## config.mk

```make
export PLATFORM = sky130hd
export DESIGN_NAME = host_bridge_flat
export DESIGN_NICKNAME = d
export VERILOG_FILES = /design/src/soc_cfg_pkg.sv /design/src/iob_bus_if.sv /design/src/host_bridge.sv /design/src/flat_wrapper.sv
export SDC_FILE = /design/constraint.sdc
export NUM_CORES = 1
export LEC_CHECK = 0
export BUFFER_PORTS_ARGS = -buffer_cell sky130_fd_sc_hd__buf_2
export CORE_AREA = 3 3 159 161
export CTS_CLUSTER_DIAMETER = 50
export DETAILED_ROUTE_END_ITERATION = 10
export DIE_AREA = 0 0 162 164
export PLACE_DENSITY = 0.31
export SKIP_CTS_REPAIR_TIMING = 1
export SLEW_MARGIN = 20
export SYNTH_ARGS = -nofsm -noshare
export SYNTH_HDL_FRONTEND = slang
export SYNTH_SLANG_ARGS = --single-unit
```

## constraint.sdc

```tcl
create_clock -name clk_i -period 3.3 [get_ports clk_i]
set_input_delay 0 -clock clk_i [delete_from_list [all_inputs] [get_ports clk_i]]
set_output_delay 0 -clock clk_i [all_outputs]
set_load 0.02 [all_outputs]
```

## src/soc_cfg_pkg.sv

```systemverilog
`default_nettype none

package soc_cfg_pkg;

   // native bus word
   localparam int DATA_W = 32;

   // byte addressed memory space, 4 KiB
   localparam int SRAM_ADDR_W = 12;

   // the buses carry word addresses
   localparam int WADDR_W = SRAM_ADDR_W - 2;
   localparam int SRAM_WORDS = 1 << WADDR_W;

   localparam int STRB_W = DATA_W / 8;

   // byte lane select inside a word
   localparam int LANE_W = $clog2(STRB_W);

endpackage

`default_nettype wire

```

## src/iob_bus_if.sv

```systemverilog
`timescale 1ns/1ps
`default_nettype none

interface iob_bus_if
   import soc_cfg_pkg::*;
();

   logic               avalid;
   logic [WADDR_W-1:0] addr;  // word address
   logic [DATA_W-1:0]  wdata;
   logic [STRB_W-1:0]  wstrb;  // zero means read
   logic [DATA_W-1:0]  rdata;
   logic               rvalid;
   logic               ready;

   modport manager(
      output avalid, addr, wdata, wstrb,
      input  rdata, rvalid, ready
   );

   modport subordinate(
      input  avalid, addr, wdata, wstrb,
      output rdata, rvalid, ready
   );

endinterface

`default_nettype wire

```

## src/host_bridge.sv

```systemverilog
`timescale 1ns/1ps
`default_nettype none

module host_bridge
   import soc_cfg_pkg::*;
(
   input  logic               clk_i,
   input  logic               rst_n_i,
   input  logic               run_req_i,
   output logic               run_ack_o,
   input  logic               host_avalid_i,
   input  logic [WADDR_W-1:0] host_addr_i,
   input  logic [DATA_W-1:0]  host_wdata_i,
   input  logic [STRB_W-1:0]  host_wstrb_i,
   output logic [DATA_W-1:0]  host_rdata_o,
   output logic               host_rvalid_o,
   output logic               core_start_o,
   input  logic               halted_i,
   iob_bus_if.subordinate     core_ibus,
   iob_bus_if.subordinate     core_dbus,
   iob_bus_if.manager         mem_ibus,
   iob_bus_if.manager         mem_dbus
);

   typedef enum logic [1:0] {ST_IDLE, ST_RUN, ST_ACK} state_e;

   state_e state_q;
   logic   start_q;
   logic   host_rd_q;  // pending host read on mem_dbus
   logic   host_sel;
   logic   host_ok;
   logic   host_wr;
   logic   host_rd;

   assign host_sel = (state_q == ST_IDLE);
   assign host_ok  = host_sel & ~run_req_i;  // dropped while a run is requested
   assign host_wr  = host_ok & host_avalid_i & (|host_wstrb_i);
   assign host_rd  = host_ok & host_avalid_i & ~(|host_wstrb_i);

   always_ff @(posedge clk_i or negedge rst_n_i) begin
      if (!rst_n_i) begin
         state_q   <= ST_IDLE;
         start_q   <= 1'b0;
         host_rd_q <= 1'b0;
      end else begin
         start_q   <= 1'b0;
         host_rd_q <= host_rd;
         case (state_q)
            ST_IDLE: if (run_req_i) begin
               state_q <= ST_RUN;
               start_q <= 1'b1;
            end
            // halted is stale while start is still high
            ST_RUN:  if (halted_i && !start_q) state_q <= ST_ACK;
            ST_ACK:  if (!run_req_i) state_q <= ST_IDLE;
            default: state_q <= ST_IDLE;
         endcase
      end
   end

   assign run_ack_o    = (state_q == ST_ACK);
   assign core_start_o = start_q;

   // host writes boot through ibus, host reads go on dbus
   assign mem_ibus.avalid = host_sel ? host_wr : core_ibus.avalid;
   assign mem_ibus.addr   = host_sel ? host_addr_i : core_ibus.addr;
   assign mem_ibus.wdata  = host_sel ? host_wdata_i : core_ibus.wdata;
   assign mem_ibus.wstrb  = host_sel ? host_wstrb_i : core_ibus.wstrb;

   assign mem_dbus.avalid = host_sel ? host_rd : core_dbus.avalid;
   assign mem_dbus.addr   = host_sel ? host_addr_i : core_dbus.addr;
   assign mem_dbus.wdata  = host_sel ? '0 : core_dbus.wdata;
   assign mem_dbus.wstrb  = host_sel ? '0 : core_dbus.wstrb;

   assign core_ibus.rdata  = mem_ibus.rdata;
   assign core_ibus.rvalid = mem_ibus.rvalid;
   assign core_ibus.ready  = mem_ibus.ready;

   assign core_dbus.rdata  = mem_dbus.rdata;
   assign core_dbus.rvalid = mem_dbus.rvalid & ~host_rd_q;
   assign core_dbus.ready  = mem_dbus.ready;

   assign host_rdata_o  = mem_dbus.rdata;
   assign host_rvalid_o = mem_dbus.rvalid & host_rd_q;

endmodule

`default_nettype wire

```

## src/flat_wrapper.sv

```systemverilog
// flat-port wrapper written by rule: the top's interface ports become plain ports
module host_bridge_flat import soc_cfg_pkg::*;
  (clk_i, rst_n_i, run_req_i, run_ack_o, host_avalid_i, host_addr_i, host_wdata_i, host_wstrb_i, host_rdata_o, host_rvalid_o, core_start_o, halted_i, core_ibus_avalid, core_ibus_addr, core_ibus_wdata, core_ibus_wstrb, core_ibus_rdata, core_ibus_rvalid, core_ibus_ready, core_dbus_avalid, core_dbus_addr, core_dbus_wdata, core_dbus_wstrb, core_dbus_rdata, core_dbus_rvalid, core_dbus_ready, mem_ibus_avalid, mem_ibus_addr, mem_ibus_wdata, mem_ibus_wstrb, mem_ibus_rdata, mem_ibus_rvalid, mem_ibus_ready, mem_dbus_avalid, mem_dbus_addr, mem_dbus_wdata, mem_dbus_wstrb, mem_dbus_rdata, mem_dbus_rvalid, mem_dbus_ready);
  iob_bus_if core_ibus_i ();
  iob_bus_if core_dbus_i ();
  iob_bus_if mem_ibus_i ();
  iob_bus_if mem_dbus_i ();
  input  logic clk_i;
  input  logic rst_n_i;
  input  logic run_req_i;
  output logic run_ack_o;
  input  logic host_avalid_i;
  input  logic [WADDR_W-1:0] host_addr_i;
  input  logic [DATA_W-1:0] host_wdata_i;
  input  logic [STRB_W-1:0] host_wstrb_i;
  output logic [DATA_W-1:0] host_rdata_o;
  output logic host_rvalid_o;
  output logic core_start_o;
  input  logic halted_i;
  input wire logic [$bits(core_ibus_i.avalid)-1:0] core_ibus_avalid;
  input wire logic [$bits(core_ibus_i.addr)-1:0] core_ibus_addr;
  input wire logic [$bits(core_ibus_i.wdata)-1:0] core_ibus_wdata;
  input wire logic [$bits(core_ibus_i.wstrb)-1:0] core_ibus_wstrb;
  output wire logic [$bits(core_ibus_i.rdata)-1:0] core_ibus_rdata;
  output wire logic [$bits(core_ibus_i.rvalid)-1:0] core_ibus_rvalid;
  output wire logic [$bits(core_ibus_i.ready)-1:0] core_ibus_ready;
  input wire logic [$bits(core_dbus_i.avalid)-1:0] core_dbus_avalid;
  input wire logic [$bits(core_dbus_i.addr)-1:0] core_dbus_addr;
  input wire logic [$bits(core_dbus_i.wdata)-1:0] core_dbus_wdata;
  input wire logic [$bits(core_dbus_i.wstrb)-1:0] core_dbus_wstrb;
  output wire logic [$bits(core_dbus_i.rdata)-1:0] core_dbus_rdata;
  output wire logic [$bits(core_dbus_i.rvalid)-1:0] core_dbus_rvalid;
  output wire logic [$bits(core_dbus_i.ready)-1:0] core_dbus_ready;
  output wire logic [$bits(mem_ibus_i.avalid)-1:0] mem_ibus_avalid;
  output wire logic [$bits(mem_ibus_i.addr)-1:0] mem_ibus_addr;
  output wire logic [$bits(mem_ibus_i.wdata)-1:0] mem_ibus_wdata;
  output wire logic [$bits(mem_ibus_i.wstrb)-1:0] mem_ibus_wstrb;
  input wire logic [$bits(mem_ibus_i.rdata)-1:0] mem_ibus_rdata;
  input wire logic [$bits(mem_ibus_i.rvalid)-1:0] mem_ibus_rvalid;
  input wire logic [$bits(mem_ibus_i.ready)-1:0] mem_ibus_ready;
  output wire logic [$bits(mem_dbus_i.avalid)-1:0] mem_dbus_avalid;
  output wire logic [$bits(mem_dbus_i.addr)-1:0] mem_dbus_addr;
  output wire logic [$bits(mem_dbus_i.wdata)-1:0] mem_dbus_wdata;
  output wire logic [$bits(mem_dbus_i.wstrb)-1:0] mem_dbus_wstrb;
  input wire logic [$bits(mem_dbus_i.rdata)-1:0] mem_dbus_rdata;
  input wire logic [$bits(mem_dbus_i.rvalid)-1:0] mem_dbus_rvalid;
  input wire logic [$bits(mem_dbus_i.ready)-1:0] mem_dbus_ready;
  assign core_ibus_i.avalid = core_ibus_avalid;
  assign core_ibus_i.addr = core_ibus_addr;
  assign core_ibus_i.wdata = core_ibus_wdata;
  assign core_ibus_i.wstrb = core_ibus_wstrb;
  assign core_ibus_rdata = core_ibus_i.rdata;
  assign core_ibus_rvalid = core_ibus_i.rvalid;
  assign core_ibus_ready = core_ibus_i.ready;
  assign core_dbus_i.avalid = core_dbus_avalid;
  assign core_dbus_i.addr = core_dbus_addr;
  assign core_dbus_i.wdata = core_dbus_wdata;
  assign core_dbus_i.wstrb = core_dbus_wstrb;
  assign core_dbus_rdata = core_dbus_i.rdata;
  assign core_dbus_rvalid = core_dbus_i.rvalid;
  assign core_dbus_ready = core_dbus_i.ready;
  assign mem_ibus_avalid = mem_ibus_i.avalid;
  assign mem_ibus_addr = mem_ibus_i.addr;
  assign mem_ibus_wdata = mem_ibus_i.wdata;
  assign mem_ibus_wstrb = mem_ibus_i.wstrb;
  assign mem_ibus_i.rdata = mem_ibus_rdata;
  assign mem_ibus_i.rvalid = mem_ibus_rvalid;
  assign mem_ibus_i.ready = mem_ibus_ready;
  assign mem_dbus_avalid = mem_dbus_i.avalid;
  assign mem_dbus_addr = mem_dbus_i.addr;
  assign mem_dbus_wdata = mem_dbus_i.wdata;
  assign mem_dbus_wstrb = mem_dbus_i.wstrb;
  assign mem_dbus_i.rdata = mem_dbus_rdata;
  assign mem_dbus_i.rvalid = mem_dbus_rvalid;
  assign mem_dbus_i.ready = mem_dbus_ready;
  host_bridge u_core (.clk_i(clk_i), .rst_n_i(rst_n_i), .run_req_i(run_req_i), .run_ack_o(run_ack_o), .host_avalid_i(host_avalid_i), .host_addr_i(host_addr_i), .host_wdata_i(host_wdata_i), .host_wstrb_i(host_wstrb_i), .host_rdata_o(host_rdata_o), .host_rvalid_o(host_rvalid_o), .core_start_o(core_start_o), .halted_i(halted_i), .core_ibus(core_ibus_i), .core_dbus(core_dbus_i), .mem_ibus(mem_ibus_i), .mem_dbus(mem_dbus_i));
endmodule
```

==> results of run 1 <==
## where the power goes
group	leakage, nW	internal [mW]	switching (mW)
Clock	0.0370	0.155	0.0321
Sequential	0.0519	0.0659	0.0205
Combinational	1.45	0.867	1.15
## placed cells by master, fill, tap and decap left out
master / netlist / routed
a22o_1: 3 / 3
dlygate4sd3_1: 0 / 1
inv_1: 2 / 2
clkbuf_16: 0 / 3
a311oi_1: 1 / 1
buf_12: 1 / 1
nor4b_1: 1 / 1
and2_1: 38 / 38
mux2_2: 36 / 36
dfrtp_1: 4 / 4
buf_2: 4 / 243
nor2b_1: 2 / 2
nor2_1: 2 / 2
or4_1: 1 / 1
mux2_4: 20 / 20
nor4_1: 1 / 1
or2_4: 0 / 1
nor3b_1: 1 / 1
## cell families (layout without fill, tap and decap cells)
| logic type | Yosys count | count (layout) | synth area share, % |
|---|---|---|---|
| buffers and inverters | 112 | 250 | 42.63 |
| muxes | 56 | 56 | 35.67 |
| and+or+nand+nor | 47 | 47 | 14.86 |
| AOI/OAI and AO/OA | 4 | 4 | 1.771 |
| DFF | 4 | 4 | 5.060 |
## worst paths after layout
check	startpoint	endpoint
setup / recovery	u_core.state_q[0]	mem_ibus_addr[9]
hold / removal	halted_i	u_core.state_q[0]
setup reg to reg	u_core.state_q[0]	u_core.host_rd_q
hold reg to reg	u_core.state_q[1]	u_core.state_q[0]
max in group asynchronous	rst_n_i	u_core.state_q[0]
min in group asynchronous	rst_n_i	u_core.state_q[1]
## per-layer routing
metal | wire (microns) | part of all wire (%)
met1 | 2884 | 36
met2 | 3694 | 47
met3 | 1019 | 13
met4 | 318 | 4.0
met5 | 0 | 0
## registers in the layout, summed over array words and instances, names as in the netlist
signal               cells
u_core.state_q           2
u_core.host_rd_q         1
u_core.core_start_o      1
## area by class of cell
| type | instances | share of cell area (%) |
|---|---|---|
| Inverter | 2 | 0.2614 |
| Tap cell | 324 | 14.12 |
| Timing Repair Buffer | 245 | 43.40 |
| Multi-Input combinational cell | 107 | 36.12 |
| Sequential cell | 4 | 3.486 |
| Clock buffer | 3 | 2.614 |
## stage by stage
stage	util, %	cells
finish	11.91	685
global route	11.91	685
CTS	11.87	684
detailed placement	11.56	681
global placement	11.56	681
floorplan	-	223
==> flow_metrics.env, run 1 <==
export IMPL_power_density_nw_per_um2=797.0
export IMPL_r2r_cells=2
export IMPL_r2r_slack_ns=2.11
export IMPL_post_route_period_util_pct=54.42
export IMPL_routedWlPerCell_microns=11.56
export IMPL_async_reset_ff_share_pct=100.0
export IMPL_grt_pass1_vias=1802
export IMPL_synth_edf_count=0
export IMPL_drtIter0Drc=76
export IMPL_cts_tree="done"
export IMPL_crit_family="buffers and inverters"
export IMPL_whs_path_depth=2
export IMPL_clock_path_buffers=2
export IMPL_met3_usage_pct=1.715
export IMPL_ctsRootBufferMaster="clkbuf_16"
export IMPL_seq_area_frac_synth_pct=5.060
export IMPL_ios=410
export IMPL_final_cell_area_sq_um=2872
export IMPL_overflow=0
export IMPL_grt_max_degree=96
export IMPL_use_met2_pct=8.387
export IMPL_period_needed_ns=1.796
export IMPL_leakagePower_nw=1.538
export IMPL_routed_wl_microns=7916
export IMPL_finalHoldViolations=1
export IMPL_max_freq_ghz=0.5568
export IMPL_ant_nets=0
export IMPL_path_buf_inv=2
export IMPL_violations="hold timing"
export IMPL_die_x_microns=162
export IMPL_outcome="complete, but fails checks"
export IMPL_num_nets_final=576
export IMPL_synthCells=223
export IMPL_cp_start_kind="register"
export IMPL_avgSynthCellArea_sq_um=8.871
export IMPL_cp_data_arrival_time_ns=1.80
export IMPL_dieArea_sq_um=26570
export IMPL_dp_slack_ns=1.731
export IMPL_core_area_sq_um=24110
export IMPL_maxSlewViolCount=0
export IMPL_cp_num_cells=4
export IMPL_synth_area_sq_um=1978
export IMPL_fillers=2841
export IMPL_finalSetupViolations=0
export IMPL_critPathMaxStageDelay_ns=0.42
export IMPL_critPathMaxFanout=95
export IMPL_firstDrtPassIters=4
export IMPL_synth_area_leader_cell="buf_4"
export IMPL_max_slew_worst_pin_slew_ns=0.6753
export IMPL_regArea_sq_um=100.1
export IMPL_cp_slowest_cell="dfrtp_1"
export IMPL_synth_top_area_share_pct=37.57
export IMPL_synth_area_leaders="buf_4, mux2_2, mux2_4, and2_1, dfrtp_1"
export IMPL_clock_sinks=4
export IMPL_clock_skew_ns=0.0008466
export IMPL_worstSetupEndpointType="output pin"
export IMPL_hold_ws_ns=-0.007413
export IMPL_ys_types=20
export IMPL_ys_warn_count=0
export IMPL_relSlewSlack_pct=54.56
export IMPL_synth_seq_cells=4
export IMPL_chipHeight_microns=164
export IMPL_vias=1882
export IMPL_hold_path_class="input pin to register"
export IMPL_multi_input_area_sq_um=1037
export IMPL_layout_drive_gt1_share_pct=84.21
export IMPL_use_met1_pct=5.583
export IMPL_setup_ws_ns=1.504
export IMPL_hpwl_microns=6855
export IMPL_port_buffers=243
export IMPL_ir_drop_mv=0.4127
export IMPL_placed_cell_area_sq_um=2786
export IMPL_required_ns=3.30
export IMPL_grt_pass1_wl_microns=10220
export IMPL_viasPerCell=2.747
export IMPL_top_usage_layer="met2"
export IMPL_yosys_cell_count_top_type="buf_4"
export IMPL_grt_util_all_layers_pct=4.980
export IMPL_drc_errors=0
export IMPL_syn_to_final_growth_pct=45.16
export IMPL_fin_total_pwr_mw=2.289
export IMPL_ys_flop_type="dfrtp_1"
export IMPL_antenna_cells=0
export IMPL_cts_buffers_inserted=3
export IMPL_synthesis_nets=436
export IMPL_clk_latency_ns=0.22
export IMPL_drv_cap=0
export IMPL_netlist_top_cells_count="buf_4, and2_1, mux2_2, mux2_4"
export IMPL_start_util_pct=8.206
export IMPL_antenna_found_initial=0
export IMPL_worstPathCellList="or2_4, buf_12, mux2_2, buf_2"
export IMPL_htreeDepth=1
export IMPL_fp_row_count=57
export IMPL_clkTransAtPathRegs_ns=0.03
export IMPL_globalplace_congestion=0.6583
export IMPL_grt_setup_unrepaired="no"
export IMPL_crit_type="register to output pin"
export IMPL_setup_tns_ns=0
Power figures use the tool's default switching activity.
==> inputs of run 2 (changes only) <==
--- a/config.mk
+++ b/config.mk
@@ -6,11 +6,11 @@
 export NUM_CORES = 1
 export LEC_CHECK = 0
 export BUFFER_PORTS_ARGS = -buffer_cell sky130_fd_sc_hd__buf_2
-export CORE_AREA = 3 3 159 161
+export CORE_AREA = 3 3 158 160
 export CTS_CLUSTER_DIAMETER = 50
 export DETAILED_ROUTE_END_ITERATION = 10
-export DIE_AREA = 0 0 162 164
-export PLACE_DENSITY = 0.31
+export DIE_AREA = 0 0 161 163
+export PLACE_DENSITY = 0.32
 export SKIP_CTS_REPAIR_TIMING = 1
 export SLEW_MARGIN = 20
 export SYNTH_ARGS = -nofsm -noshare
==> constraint.sdc (replaced) <==
create_clock -name clk_i -period 1.6 [get_ports clk_i]
set_input_delay 0 -clock clk_i [delete_from_list [all_inputs] [get_ports clk_i]]
set_output_delay 0 -clock clk_i [all_outputs]
set_load 0.02 [all_outputs]
==> run 2 against run 1 <==
The flow now finishes without violations. Via count up 5.2%. Flip-flop and latch count unchanged. Sequential share of layout area shrank 0.20 points. Die area is 1.2% lower. Worst setup slack worse by 1.5 ns. Routed wire length grew 1.6%. Combinational power increased by 130%. Power is 130% higher. Sequential power increased by 92%. Core utilization grew 1.0 points. Non-clock buffer count increased by 9. Critical endpoint is now mem_ibus_addr[1]. Largest power group unchanged.
==> flow_metrics.env, run 2 (synthesized netlist as in run 1, its figures left out) <==
export IMPL_start_util_pct=8.402
export IMPL_dieArea_sq_um=26240
export IMPL_clkTransAtPathRegs_ns=0.03
export IMPL_maxSlewViolCount=0
export IMPL_hold_ws_ns=0.000007769
export IMPL_worstSetupEndpointType="output pin"
export IMPL_fin_total_pwr_mw=5.168
export IMPL_period_needed_ns=1.592
export IMPL_clk_latency_ns=0.22
export IMPL_drtIter0Drc=43
export IMPL_regArea_sq_um=100.1
export IMPL_fp_row_count=56
export IMPL_finalHoldViolations=0
export IMPL_grt_pass1_vias=1962
export IMPL_ios=410
export IMPL_vias=1979
export IMPL_grt_max_degree=48
export IMPL_clock_sinks=4
export IMPL_routed_wl_microns=8042
export IMPL_power_density_nw_per_um2=1698
export IMPL_final_common_cell="buf_2"
export IMPL_max_freq_ghz=0.6282
export IMPL_regMostFlops="u_core.state_q"
export IMPL_antenna_cells=0
export IMPL_largest_register_ff_count=2
export IMPL_chipHeight_microns=163
export IMPL_outcome="completed"
export IMPL_htreeDepth=1
export IMPL_layout_common_cells="buf_2, and2_1, mux2_2, mux2_4"
export IMPL_relSlewSlack_pct=78.64
export IMPL_hold_path_class="input pin to output pin"
export IMPL_crit_type="register to output pin"
export IMPL_multi_input_area_sq_um=1044
export IMPL_required_ns=1.60
export IMPL_core_area_sq_um=23540
export IMPL_clock_skew_ns=0.001458
export IMPL_critPathMaxFanout=24
export IMPL_ant_nets=0
export IMPL_globalplace_congestion=0.6714
export IMPL_max_slew_worst_pin_slew_ns=0.3174
export IMPL_cts_buffers_inserted=3
export IMPL_firstDrtPassIters=4
export IMPL_fillers=2745
export IMPL_clock_path_buffers=2
export IMPL_antenna_found_initial=1
export IMPL_syn_to_final_growth_pct=53.83
export IMPL_port_buffers=243
export IMPL_overflow=0
export IMPL_grt_util_all_layers_pct=4.916
export IMPL_cp_data_arrival_time_ns=1.59
export IMPL_post_route_period_util_pct=99.50
export IMPL_cp_start_kind="register"
export IMPL_num_nets_final=585
export IMPL_hpwl_microns=6861
export IMPL_die_x_microns=161
export IMPL_dp_slack_ns=0.06941
export IMPL_leakagePower_nw=1.619
export IMPL_viasPerCell=2.872
export IMPL_cts_tree="done"
export IMPL_routedWlPerCell_microns=11.67
export IMPL_layout_drive_gt1_share_pct=84.59
export IMPL_ir_drop_mv=0.4784
export IMPL_drc_errors=0
export IMPL_grt_setup_unrepaired="yes"
export IMPL_finalSetupViolations=0
export IMPL_setup_ws_ns=0.008063
export IMPL_drv_cap=0
export IMPL_grt_pass1_wl_microns=10250
export IMPL_ctsRootBufferMaster="clkbuf_16"
-- run 2: power breakdown --
part	internal [mW]	switching (mW)	leakage, nW
combinational	2.16	2.46	1.53
sequential	0.136	0.0299	0.0519
clock	0.319	0.0630	0.0370
-- run 2: layout make-up --
cell class	instances	area share, %
Multi-Input combinational cell	107	34.29
Sequential cell	4	3.289
Tap cell	319	13.12
Clock buffer	3	2.467
Inverter	2	0.2467
Timing Repair Buffer	254	46.59
-- run 2: worst max-delay path: stages (launching register included) --
cell     delay, ns
dfrtp_1       0.40
or2_4         0.29
buf_16        0.18
mux2_2        0.30
buf_2         0.17
-- run 2: routing by layer --
metal | track usage, % | vias up | wire length, microns
met5 | 0 | - | 13
met4 | 2.503 | 2 | 303
met3 | 1.729 | 42 | 1051
met2 | 10.44 | 188 | 4409
met1 | 3.787 | 820 | 2263
li1 | - | 927 | -
-- run 2: worst paths after layout --
check,start,end,slack (ns),depth (start not counted)
min reg2reg,u_core.state_q[1],u_core.state_q[0],0.55,2
max in group asynchronous,rst_n_i,u_core.state_q[1],1.35,2
min in group asynchronous,rst_n_i,u_core.host_rd_q,0.13,2
max,u_core.state_q[0],mem_ibus_addr[1],0.008,4
min,mem_ibus_rdata[21],core_ibus_rdata[21],0.000008,0
max reg2reg,u_core.state_q[0],u_core.host_rd_q,0.43,4
-- run 2: per-stage QoR --
step | cells | TNS, ns | area, sq um | utilization [%]
final | 689 | 0 | 3043 | 12.93
after global routing | 689 | -0.8585 | 3043 | 12.93
after CTS | 684 | -4.589 | 2893 | 12.29
after detailed placement | 681 | 0 | 2818 | 11.97
after global placement | 681 | 0 | 2818 | 11.97
after floorplan | 223 | 0 | 1978 | -
==> inputs of run 3 (changes only) <==
--- a/config.mk
+++ b/config.mk
@@ -5,13 +5,15 @@
 export SDC_FILE = /design/constraint.sdc
 export NUM_CORES = 1
 export LEC_CHECK = 0
+export ABC_AREA = 1
 export BUFFER_PORTS_ARGS = -buffer_cell sky130_fd_sc_hd__buf_2
-export CORE_AREA = 3 3 158 160
+export CORE_AREA = 3 3 157 159
 export CTS_CLUSTER_DIAMETER = 50
 export DETAILED_ROUTE_END_ITERATION = 10
-export DIE_AREA = 0 0 161 163
+export DIE_AREA = 0 0 160 162
 export PLACE_DENSITY = 0.32
 export SKIP_CTS_REPAIR_TIMING = 1
+export SKIP_LAST_GASP = 1
 export SLEW_MARGIN = 20
 export SYNTH_ARGS = -nofsm -noshare
 export SYNTH_HDL_FRONTEND = slang
==> run 3 against run 2 <==
Clock power increased by 1%. Routed wire length rose by 17%. Via count grew 27%. First-iteration DRC count increased by 53%. Worst setup slack improved by 0.089 ns. Die area fell by 1.2%. Non-clock buffer count is 4 lower. Highest routed layer unchanged.
==> flow_metrics.env, run 3 <==
export IMPL_outcome="completed"
export IMPL_final_common_cell="buf_2"
export IMPL_htreeDepth=1
export IMPL_cts_tree="done"
export IMPL_antenna_found_initial=1
export IMPL_port_buffers=243
export IMPL_leakagePower_nw=1.990
export IMPL_ys_types=13
export IMPL_worstSetupEndpointType="output pin"
export IMPL_path_buf_inv=4
export IMPL_start_util_pct=8.378
export IMPL_power_frac_seq_pct=2.9
export IMPL_critPathMaxStageDelay_ns=0.41
export IMPL_synth_fa_ha_area_share_pct=0
export IMPL_synth_area_leader_cell="buf_4"
export IMPL_antenna_cells=0
export IMPL_globalplace_congestion=0.6713
export IMPL_syn_to_final_growth_pct=49.20
export IMPL_hold_path_class="input pin to output pin"
export IMPL_num_nets_final=736
export IMPL_firstDrtPassIters=4
export IMPL_finalHoldViolations=0
export IMPL_synthesis_nets=594
export IMPL_ys_warn_count=0
export IMPL_path_common_cell="nand2_1"
export IMPL_synth_area_sq_um=1961
export IMPL_synthXorXnorAreaFrac_pct=0
export IMPL_grt_util_all_layers_pct=6.299
export IMPL_synth_top_area_share_pct=37.91
export IMPL_fp_row_count=56
export IMPL_max_freq_ghz=0.6652
export IMPL_avgSynthCellArea_sq_um=5.146
export IMPL_synth_compound_area_share_pct=1.276
export IMPL_grt_pass1_vias=2452
export IMPL_yosys_area_share_simple_pct=41.93
export IMPL_clock_path_buffers=2
export IMPL_regArea_sq_um=100.1
export IMPL_drc_errors=0
export IMPL_relSlewSlack_pct=82.05
export IMPL_cts_buffers_inserted=3
export IMPL_routedWlPerCell_microns=11.18
export IMPL_post_route_period_util_pct=93.95
export IMPL_largest_register_ff_count=2
export IMPL_clkPwrFrac_pct=7.1
export IMPL_clock_skew_ns=0.001006
export IMPL_yosys_cell_count_top_type="nand2_1"
export IMPL_layout_drive_gt1_share_pct=51.06
export IMPL_synthCells=381
export IMPL_chipHeight_microns=162
export IMPL_placedCellCount=835
export IMPL_r2r_start="u_core.state_q[0]"
export IMPL_crit_family="buffers and inverters"
export IMPL_fillers=2795
export IMPL_hpwl_microns=7904
export IMPL_vias=2505
export IMPL_synth_seq_cells=4
export IMPL_core_area_sq_um=23400
export IMPL_critPathMaxFanout=22
export IMPL_overflow=0
export IMPL_ctsRootBufferMaster="clkbuf_16"
export IMPL_seq_area_frac_synth_pct=5.105
export IMPL_multi_input_area_sq_um=847.1
export IMPL_p_int_mw=2.019
export IMPL_synthMuxAreaShare_pct=0
export IMPL_async_reset_ff_share_pct=100.0
export IMPL_synth_area_leaders="buf_4, nand2_1, inv_1, nor2_1, dfrtp_1"
export IMPL_ir_drop_mv=0.5774
export IMPL_power_density_nw_per_um2=1869
export IMPL_grt_max_degree=45
export IMPL_cp_data_arrival_time_ns=1.50
export IMPL_regMostFlops="u_core.state_q"
export IMPL_maxSlewViolCount=0
export IMPL_clock_sinks=4
export IMPL_synth_edf_count=0
export IMPL_die_x_microns=160
export IMPL_netlist_top_cells_count="nand2_1, buf_4, inv_1, nor2_1, buf_2"
export IMPL_worstPathCellList="inv_2, nand2_4, inv_4, buf_12, nand2_1, nand2_1, buf_2"
export IMPL_drv_cap=0
export IMPL_netSwitchingFraction_pct=63.06
export IMPL_p_sw_mw=3.447
export IMPL_cp_start_kind="register"
export IMPL_max_slew_worst_pin_slew_ns=0.2692
export IMPL_ant_nets=0
export IMPL_stdcell_count=840
export IMPL_ys_flop_type="dfrtp_1"
export IMPL_crit_start="u_core.state_q[0]"
export IMPL_finalSetupViolations=0
export IMPL_clk_latency_ns=0.22
export IMPL_dieArea_sq_um=25920
export IMPL_period_needed_ns=1.503
export IMPL_viasPerCell=2.982
export IMPL_ios=410
export IMPL_min_from="mem_ibus_rdata[27]"
export IMPL_crit_type="register to output pin"
export IMPL_grt_pass1_wl_microns=13040
export IMPL_drtIter0Drc=66
export IMPL_synth_top_family_by_area="buffers and inverters"
export IMPL_cp_slowest_cell="dfrtp_1"
export IMPL_grt_setup_unrepaired="yes"
export IMPL_routed_wl_microns=9393
export IMPL_required_ns=1.60
export IMPL_fin_total_pwr_mw=5.466
export IMPL_clkTransAtPathRegs_ns=0.03
export IMPL_layout_common_cells="buf_2, nand2_1, inv_1, nor2_1, nor2_2"
export IMPL_combPwrFrac_pct=90.0
run 3: cell types whose count changed after synthesis, moves of 5 or more:
cell | previous run | this run
and2_1 | 38 | 0
buf_2 | 4 | 12
inv_1 | 2 | 46
mux2_2 | 36 | 0
mux2_4 | 20 | 0
nand2_1 | 0 | 165
nor2_1 | 2 | 33
nor2_2 | 0 | 10
o21ai_0 | 0 | 5
run 3: kinds of logic (layout without fill, tap and decap cells):
family,after synthesis,count (layout)
compound gates,5,5
buf+inv,162,302
flops,4,4
simple gates,210,210
run 3: path summary, 6_finish.rpt:
kind,to,slack (ns),depth (start not counted)
max,mem_ibus_addr[7],0.1,7
min,core_ibus_rdata[27],0.000008,0
max reg2reg,u_core.state_q[0],0.40,6
min reg2reg,u_core.state_q[1],0.55,3
max in group asynchronous,u_core.core_start_o,1.33,2
min in group asynchronous,u_core.state_q[1],0.15,2
run 3: final cells by class:
class,instances,share of cell area [%]
multi-input cells,215,28.96
repair buffers,250,45.04
clock buffers,3,2.566
inverters,49,6.373
well taps,319,13.64
flip-flops and latches,4,3.422
run 3: routing by layer:
metal / share of wire (%) / track usage (%) / vias to the layer above / routed length, microns
li1: - / - / 1270 / -
met1: 34 / 6.136 / 965 / 3180
met2: 46 / 10.70 / 218 / 4311
met3: 14 / 3.162 / 50 / 1333
met4: 6.0 / 3.905 / 2 / 560
met5: 0.075 / 0 / - / 7
run 3: stage by stage:
stage	TNS (ns)	hold slack (ns)	area (sq um)	setup slack, ns	utilization (%)
floorplan	0	-0.2956	1961	0.4257	-
global placement	0	-0.1817	2796	0.2316	11.95
detailed placement	0	-0.1842	2796	0.2201	11.95
CTS	-0.02781	-0.4173	2872	-0.02254	12.27
global route	-0.1891	0.00003357	2925	-0.02847	12.50
finish	0	0.000007788	2925	0.09673	12.50
run 3: power groups by stage:
| stage | registers (mW) | clock network, mW | logic [mW] |
|---|---|---|---|
| final | 0.157 | 0.387 | 4.92 |
| after global routing | 0.163 | 0.406 | 5.43 |
| after CTS | 0.157 | 0.396 | 4.83 |
| after detailed placement | 0.158 | 0 | 4.82 |
| after global placement | 0.157 | 0 | 4.85 |
| after floorplan | 0.167 | 0 | 3.48 |
